$ cat config.mk
export PLATFORM = sky130hd
export DESIGN_NAME = capture_buffer
export DESIGN_NICKNAME = d
export VERILOG_FILES = /design/src/design/capture_pkg.sv /design/src/design/capture_ram_if.sv /design/src/design/capture_memory.sv /design/src/design/capture_control.sv /design/src/design/readout_streamer.sv /design/src/design/capture_buffer.sv
export SDC_FILE = /design/constraint.sdc
export NUM_CORES = 2
export LEC_CHECK = 0
export ABC_AREA = 1
export BUFFER_PORTS_ARGS = -buffer_cell sky130_fd_sc_hd__buf_4
export CORE_UTILIZATION = 35
export DETAILED_ROUTE_END_ITERATION = 8
export GPL_ROUTABILITY_DRIVEN = 0
export HOLD_SLACK_MARGIN = 0.1
export PLACE_DENSITY = 0.53
export SLEW_MARGIN = 25
export SYNTH_ARGS = -nofsm -noshare
export SYNTH_HDL_FRONTEND = slang
export SYNTH_SLANG_ARGS = --single-unit
export TNS_END_PERCENT = 5
$ cat constraint.sdc
create_clock -name clock -period 5 [get_ports clock]
set_clock_uncertainty 0.15 [all_clocks]
set_input_delay 1 -clock clock [delete_from_list [all_inputs] [get_ports clock]]
set_output_delay 1 -clock clock [all_outputs]
set_load 0.005 [all_outputs]
$ cat src/design/capture_pkg.sv
package capture_pkg;

    // Address width of the sample memory, which sets the window length
    localparam int capture_addr_width = 6;

    // Samples in one captured window, always the full memory
    localparam int capture_depth = 1 << capture_addr_width;

    // Width of one sample word
    localparam int sample_width = 32;

    // Stream routing fields carried alongside the samples
    localparam int dest_width = 16;
    localparam int user_width = 16;

    // One frozen window as handed from the capture side to the readout side.
    // The start address points at the oldest sample in the memory
    typedef struct packed {
        logic [capture_addr_width-1:0] start_addr;
        logic [dest_width-1:0]         dest;
        logic [user_width-1:0]         user;
    } capture_descriptor;

endpackage

$ cat src/design/capture_ram_if.sv
interface capture_ram_if;

    import capture_pkg::*;

    // Write port, owned by the capture side
    logic                          we;
    logic [capture_addr_width-1:0] waddr;
    logic [sample_width-1:0]       wdata;

    // Read port, owned by the readout side; data follows re by one cycle
    logic                          re;
    logic [capture_addr_width-1:0] raddr;
    logic [sample_width-1:0]       rdata;

    modport writer (
        output we,
        output waddr,
        output wdata
    );

    modport reader (
        output re,
        output raddr,
        input  rdata
    );

    modport memory (
        input  we,
        input  waddr,
        input  wdata,
        input  re,
        input  raddr,
        output rdata
    );

endinterface

$ cat src/design/capture_memory.sv
module capture_memory (
    input logic           clock,
    capture_ram_if.memory mem
);

    import capture_pkg::*;

    // One word per sample position of the circular window
    logic [sample_width-1:0] storage [capture_depth];

    // Write side, one sample per accepted input beat
    always_ff @(posedge clock) begin
        if (mem.we) begin
            storage[mem.waddr] <= mem.wdata;
        end
    end

    // Registered read, rdata holds its value between reads so the
    // readout side can rely on it for the cycle after re
    always_ff @(posedge clock) begin
        if (mem.re) begin
            mem.rdata <= storage[mem.raddr];
        end
    end

endmodule

$ cat src/design/capture_control.sv
module capture_control (
    input  logic                                   clock,
    input  logic                                   rst_n,
    input  logic                                   enable,
    input  logic                                   trigger,
    input  logic [capture_pkg::capture_addr_width-1:0] trigger_point,
    input  logic [capture_pkg::sample_width-1:0]   in_data,
    input  logic [capture_pkg::dest_width-1:0]     in_dest,
    input  logic [capture_pkg::user_width-1:0]     in_user,
    input  logic                                   in_valid,
    output logic                                   in_ready,
    output logic                                   full,
    capture_ram_if.writer                          ram,
    output logic                                   start,
    output capture_pkg::capture_descriptor         window,
    input  logic                                   done
);

    import capture_pkg::*;

    // Counters need one extra bit to hold the value capture_depth itself
    typedef logic [capture_addr_width:0] count_t;

    typedef enum logic [1:0] {
        st_filling,
        st_post_trigger,
        st_frozen
    } state_t;

    state_t                        state;
    logic [capture_addr_width-1:0] wr_ptr;
    count_t                        fill_count;
    count_t                        post_count;
    count_t                        post_target_q;
    logic [dest_width-1:0]         dest_q;
    logic [user_width-1:0]         user_q;

    logic   accept;
    logic   trigger_ok;
    count_t new_target;
    count_t target;
    count_t post_base;
    count_t post_next;
    logic   window_closes;

    assign full     = (state == st_frozen);
    assign in_ready = enable && !full;
    assign accept   = in_valid && in_ready;

    // A trigger counts only while filling and once enough history is stored
    assign trigger_ok = trigger && (state == st_filling) &&
                        (count_t'(trigger_point) <= fill_count);

    // Post-trigger samples still needed to complete the window
    assign new_target = count_t'(capture_depth) - count_t'(trigger_point);
    assign target     = (state == st_post_trigger) ? post_target_q : new_target;

    // The sample taken in the trigger cycle is already a post-trigger sample
    assign post_base = (state == st_post_trigger) ? post_count : '0;
    assign post_next = post_base + count_t'(accept);

    assign window_closes = (trigger_ok || (state == st_post_trigger)) &&
                           (post_next == target);

    assign ram.we    = accept;
    assign ram.waddr = wr_ptr;
    assign ram.wdata = in_data;

    // Once frozen the write pointer sits on the oldest stored sample
    assign window = '{start_addr: wr_ptr, dest: dest_q, user: user_q};

    always_ff @(posedge clock) begin
        if (!rst_n) begin
            state      <= st_filling;
            wr_ptr     <= '0;
            fill_count <= '0;
            post_count <= '0;
            start      <= 1'b0;
        end else begin
            start <= 1'b0;

            if (accept) begin
                wr_ptr <= wr_ptr + 1'b1;
                if (fill_count != count_t'(capture_depth)) begin
                    fill_count <= fill_count + 1'b1;
                end
            end

            case (state)
                st_filling: begin
                    if (trigger_ok) begin
                        post_count <= post_next;
                        start      <= window_closes;
                        state      <= window_closes ? st_frozen : st_post_trigger;
                    end
                end
                st_post_trigger: begin
                    if (accept) begin
                        post_count <= post_next;
                        if (window_closes) begin
                            state <= st_frozen;
                            start <= 1'b1;
                        end
                    end
                end
                st_frozen: begin
                    // Re-arm with an empty history when playback completes
                    if (done) begin
                        state      <= st_filling;
                        fill_count <= '0;
                    end
                end
                default: state <= st_filling;
            endcase
        end
    end

    // Routing fields and window length are taken from the trigger cycle
    always_ff @(posedge clock) begin
        if (trigger_ok) begin
            dest_q        <= in_dest;
            user_q        <= in_user;
            post_target_q <= new_target;
        end
    end

    // A window is frozen only once every memory word holds a sample of the
    // current capture
    a_frozen_window_filled : assert property (
        @(posedge clock) disable iff (!rst_n)
        full |-> (fill_count == count_t'(capture_depth))
    );

    // Only the readout side can release a frozen window
    a_full_falls_on_done : assert property (
        @(posedge clock) disable iff (!rst_n)
        $fell(full) |-> $past(done)
    );

endmodule

$ cat src/design/readout_streamer.sv
module readout_streamer (
    input  logic                                 clock,
    input  logic                                 rst_n,
    input  logic                                 start,
    input  capture_pkg::capture_descriptor       window,
    capture_ram_if.reader                        ram,
    output logic [capture_pkg::sample_width-1:0] out_data,
    output logic [capture_pkg::dest_width-1:0]   out_dest,
    output logic [capture_pkg::user_width-1:0]   out_user,
    output logic                                 out_last,
    output logic                                 out_valid,
    input  logic                                 out_ready,
    output logic                                 done
);

    import capture_pkg::*;

    localparam logic [capture_addr_width-1:0] last_index =
        capture_addr_width'(capture_depth - 1);

    // Read side state
    logic                          reading;
    logic [capture_addr_width-1:0] issue_count;
    logic [capture_addr_width-1:0] next_addr;
    logic [capture_addr_width-1:0] rd_addr;
    logic                          rd_pending;

    // Output side state
    logic                          skid_valid;
    logic [sample_width-1:0]       skid_data;
    logic [capture_addr_width-1:0] out_count;

    logic issue;
    logic pop;
    logic out_free;

    assign pop      = out_valid && out_ready;
    assign out_free = !out_valid || out_ready;

    // The first read goes out in the start cycle, straight from the descriptor.
    // Reads are only issued when the output stage can move, so at most one
    // read lands while the output is stalled and the skid register takes it
    assign issue   = (start || reading) && out_free;
    assign rd_addr = start ? window.start_addr : next_addr;

    assign ram.re    = issue;
    assign ram.raddr = rd_addr;

    // Routing fields stay constant for the whole frozen window
    assign out_dest = window.dest;
    assign out_user = window.user;

    assign out_last = out_valid && (out_count == last_index);
    assign done     = pop && out_last;

    always_ff @(posedge clock) begin
        if (!rst_n) begin
            reading     <= 1'b0;
            issue_count <= '0;
            rd_pending  <= 1'b0;
            out_valid   <= 1'b0;
            skid_valid  <= 1'b0;
            out_count   <= '0;
        end else begin
            rd_pending <= issue;

            if (issue) begin
                if (start) begin
                    reading     <= 1'b1;
                    issue_count <= capture_addr_width'(1);
                end else begin
                    issue_count <= issue_count + 1'b1;
                    if (issue_count == last_index) begin
                        reading <= 1'b0;
                    end
                end
            end

            // Beat counter wraps back to zero after the last beat
            if (pop) begin
                out_count <= out_count + 1'b1;
            end

            if (out_free) begin
                out_valid  <= skid_valid || rd_pending;
                skid_valid <= skid_valid && rd_pending;
            end else if (rd_pending) begin
                skid_valid <= 1'b1;
            end
        end
    end

    always_ff @(posedge clock) begin
        if (issue) begin
            next_addr <= rd_addr + 1'b1;
        end

        // The skid entry is older than the word now arriving from the RAM
        if (out_free) begin
            out_data <= skid_valid ? skid_data : ram.rdata;
            if (skid_valid) begin
                skid_data <= ram.rdata;
            end
        end else if (rd_pending) begin
            skid_data <= ram.rdata;
        end
    end

    // A stalled beat stays on the bus unchanged until it is taken
    a_hold_under_stall : assert property (
        @(posedge clock) disable iff (!rst_n)
        out_valid && !out_ready |=> out_valid && $stable(out_data)
    );

endmodule

$ cat src/design/capture_buffer.sv
module capture_buffer (
    input  logic                                       clock,
    input  logic                                       rst_n,
    input  logic                                       enable,
    input  logic                                       trigger,
    input  logic [capture_pkg::capture_addr_width-1:0] trigger_point,
    input  logic [capture_pkg::sample_width-1:0]       in_data,
    input  logic [capture_pkg::dest_width-1:0]         in_dest,
    input  logic [capture_pkg::user_width-1:0]         in_user,
    input  logic                                       in_valid,
    output logic                                       in_ready,
    output logic [capture_pkg::sample_width-1:0]       out_data,
    output logic [capture_pkg::dest_width-1:0]         out_dest,
    output logic [capture_pkg::user_width-1:0]         out_user,
    output logic                                       out_last,
    output logic                                       out_valid,
    input  logic                                       out_ready,
    output logic                                       full
);

    import capture_pkg::*;

    capture_ram_if     ram ();
    capture_descriptor window;
    logic              start;
    logic              done;

    capture_memory u_memory (
        .clock (clock),
        .mem   (ram.memory)
    );

    // Records the stream and freezes the window after the trigger
    capture_control u_control (
        .clock         (clock),
        .rst_n         (rst_n),
        .enable        (enable),
        .trigger       (trigger),
        .trigger_point (trigger_point),
        .in_data       (in_data),
        .in_dest       (in_dest),
        .in_user       (in_user),
        .in_valid      (in_valid),
        .in_ready      (in_ready),
        .full          (full),
        .ram           (ram.writer),
        .start         (start),
        .window        (window),
        .done          (done)
    );

    // Plays the frozen window back oldest first
    readout_streamer u_streamer (
        .clock     (clock),
        .rst_n     (rst_n),
        .start     (start),
        .window    (window),
        .ram       (ram.reader),
        .out_data  (out_data),
        .out_dest  (out_dest),
        .out_user  (out_user),
        .out_last  (out_last),
        .out_valid (out_valid),
        .out_ready (out_ready),
        .done      (done)
    );

endmodule

==> impl_metrics.json <==
{
  "status": "completed",
  "grt_max_degree": 189,
  "synth_common_cells": "edfxtp_1 (2189), nand2_1 (1200), o21ai_0 (1020)",
  "setup-tns-final_ns": 0,
  "clk_pin_slew_ns": 0.06,
  "firstDrtPassIters": 6,
  "fin_hold_ws_ns": 0.1462,
  "async_flop_share": 0,
  "synth_warnings": 0,
  "place_ws_ns": 0.7992,
  "row_count": 185,
  "cts_sinks": 2228,
  "drt_iter0_drc": 6746,
  "die_area_mm2": 0.2592,
  "syn_nets": 7477,
  "seq_area_frac_synth": 0.7390,
  "worstMarginPinSlew_ns": 1.117,
  "syn_inst": 7387,
  "layout_setup_ws_ns": 0.7677,
  "fin_crit_sh": 0.8465,
  "synth_top_area_frac": 0.7303,
  "final_area_mm2": 0.1036,
  "critical_path_arrival_ns": 4.73,
  "drt-met1-wl_um": 122200,
  "initial_core_util": 0.3532,
  "crit_slowest_cell": "dfxtp_1",
  "wl_um": 276100,
  "power.density_mw_per_mm2": 366.8,
  "cp-start-kind": "register",
  "post-cts-setup-buffers": 0,
  "synth_area_leaders": "edfxtp_1 (73%), o21ai_0 (5.7%), nand2_1 (5.0%), nor2_1 (3.5%), nand3_1 (2.7%)",
  "ys_seq_elements": 2228,
  "insertion_delay_ns": 0.90,
  "cp.buffers_inverters": 3,
  "hold_path_class": "in2reg",
  "synth.largest_area_cell": "edfxtp_1",
  "synth.distinct_cells": 40,
  "grt_overflow_total": 0,
  "slew_viol_final": 0,
  "multi_input_area_mm2": 0.02019,
  "top_layer_used": "met5",
  "path_max_fanout": 88,
  "grtUsageTotal": 0.2103,
  "drc": 0,
  "dpl.hpwl_um": 153000,
  "setup_viol": 0,
  "nets": 7608,
  "port_buffers": 143,
  "fill_cells": 23680,
  "fmax_ghz": 0.2363,
  "routedWlPerCell_um": 24.90,
  "root_buffer": "clkbuf_16",
  "synth_flop_cell": "edfxtp_1",
  "vias_per_cell": 5.283,
  "drive_gt1_frac": 0.09741,
  "p_leak_nw": 36.09,
  "cts_max_path_buffers": 3,
  "relSlewSlack": 0.2532,
  "ant_nets": 0,
  "die_y_um": 509.1,
  "worstPathRequired_ns": 5.50,
  "core_mm2": 0.2549,
  "postSynthAreaPerCell_um2": 12.18,
  "cts_tree": "yes",
  "irDropWorstVdd_mv": 0.3805,
  "grt_pass1_vias": 55980,
  "wl_met2_um": 126100,
  "path_cells": "inv_2 -> nand2_1 -> nand2_8 -> inv_16 -> buf_4 -> nand2_1 -> nand3_1 -> o21ai_0 -> o211ai_1 -> nand3_1 -> nand3_1 -> nand2_1",
  "syn-cell-area_mm2": 0.09001,
  "regArea_mm2": 0.06651,
  "hold_viol": 0,
  "slowest_delay_ns": 0.76,
  "rsz0062_at_grt": "false",
  "yosysMostFrequentCell": "edfxtp_1",
  "drv_cap": 0,
  "routed-wl-met3_um": 22880,
  "worstSetupPathType": "reg2reg",
  "layout_min_cycle_time_ns": 4.232,
  "synthToLayoutAreaGrowth_pct": 15.06,
  "grt_pass1_wl_um": 398100,
  "synth-edff-count": 2189,
  "ios": 144,
  "end_kind": "register",
  "dp_cells": 10650,
  "crit_family": "simple AND/OR/NAND/NOR gates",
  "antenna_found_initial": 15,
  "fin_cells": 11090,
  "htree_levels": 4,
  "vias": 58570,
  "dpl-instance-area_mm2": 0.09614,
  "fp.dieW_um": 509.1,
  "cts_buffers": 227
}
-- kinds of logic after synthesis --
| family | count (synthesis) | share of synthesized area |
|---|---|---|
| fa+ha+maj | 14 | 0.001946 |
| simple gates | 2564 | 0.1148 |
| flops | 2228 | 0.7390 |
| buf+inv | 944 | 0.04280 |
| xor+xnor | 7 | 0.0006812 |
| compound gates | 1630 | 0.1008 |
-- routing by layer --
metal	vias to the layer above	GRT usage
li1	26540	-
met1	29420	0.3030
met2	2301	0.3297
met3	307	0.03781
met4	6	0.04700
met5	-	0
-- worst paths after layout --
kind / endpoint / slack (ns) / cells past startpoint / start
setup / recovery: u_memory.mem.rdata[16] / 0.77 / 12 / u_control.start
hold / removal: u_control.dest_q[2] / 0.15 / 1 / in_dest[2]
setup reg to reg: u_memory.mem.rdata[16] / 0.77 / 12 / u_control.start
hold reg to reg: u_streamer.skid_valid / 0.33 / 2 / u_streamer.rd_pending
-- where the power goes --
group / leakage [nW] / internal, W / switching [W] / total, W
clock network: 3.58 / 0.00955 / 0.00726 / 0.0168
registers: 20.1 / 0.0205 / 0.0000192 / 0.0206
logic: 12.5 / 0.000109 / 0.000505 / 0.000614
-- flip-flops by register name, summed over array words and instances (netlist names), 7 cells and up --
name	count
u_streamer.skid_data	32
u_control.fill_count	7
u_control.post_count	7
u_control.dest_q	16
u_control.post_target_q	7
u_memory.mem.rdata	32
u_streamer.out_data	32
u_memory.storage	2048
u_control.user_q	16
-- stage by stage --
step	total power, W	utilization
after floorplan	0.02109	-
after global routing	0.03898	0.4063
after global placement	0.02155	0.3771
final	0.03798	0.4063
after detailed placement	0.02157	0.3772
after CTS	0.03827	0.4062
-- area by class of cell --
cell class | instances | share of cell area
Antenna cell | 10 | 0.0002416
Clock buffer | 287 | 0.05824
Inverter | 488 | 0.01804
Clock inverter | 134 | 0.01249
Timing Repair Buffer | 358 | 0.03306
Tap cell | 3366 | 0.04067
Multi-Input combinational cell | 4215 | 0.1950
Sequential cell | 2228 | 0.6423
-- placed cells by master (no fill, tap or decap), drive strengths merged --
master	n
a211oi	3
a21boi	1
a21o	1
a21oi	55
a31oi	3
buf	352
bufinv	20
clkbuf	287
clkinv	109
clkinvlp	3
dfxtp	39
diode	10
dlygate4sd3	6
edfxtp	2189
ha	14
inv	490
nand2	1201
nand3	490
nand3b	1
nand4	13
nor2	840
nor3	9
nor3b	6
nor4	2
o211ai	224
o21a	1
o21ai	1182
o21bai	96
o22ai	64
or2	2
xnor2	1
xor2	6
-- timing repair --
action,CTS,global route
hold buffers,6,0
setup endpoints to repair,0,0
endpoints found under the hold margin,6,0
gates resized for setup,0,0
(Power assumes the default switching activity.)
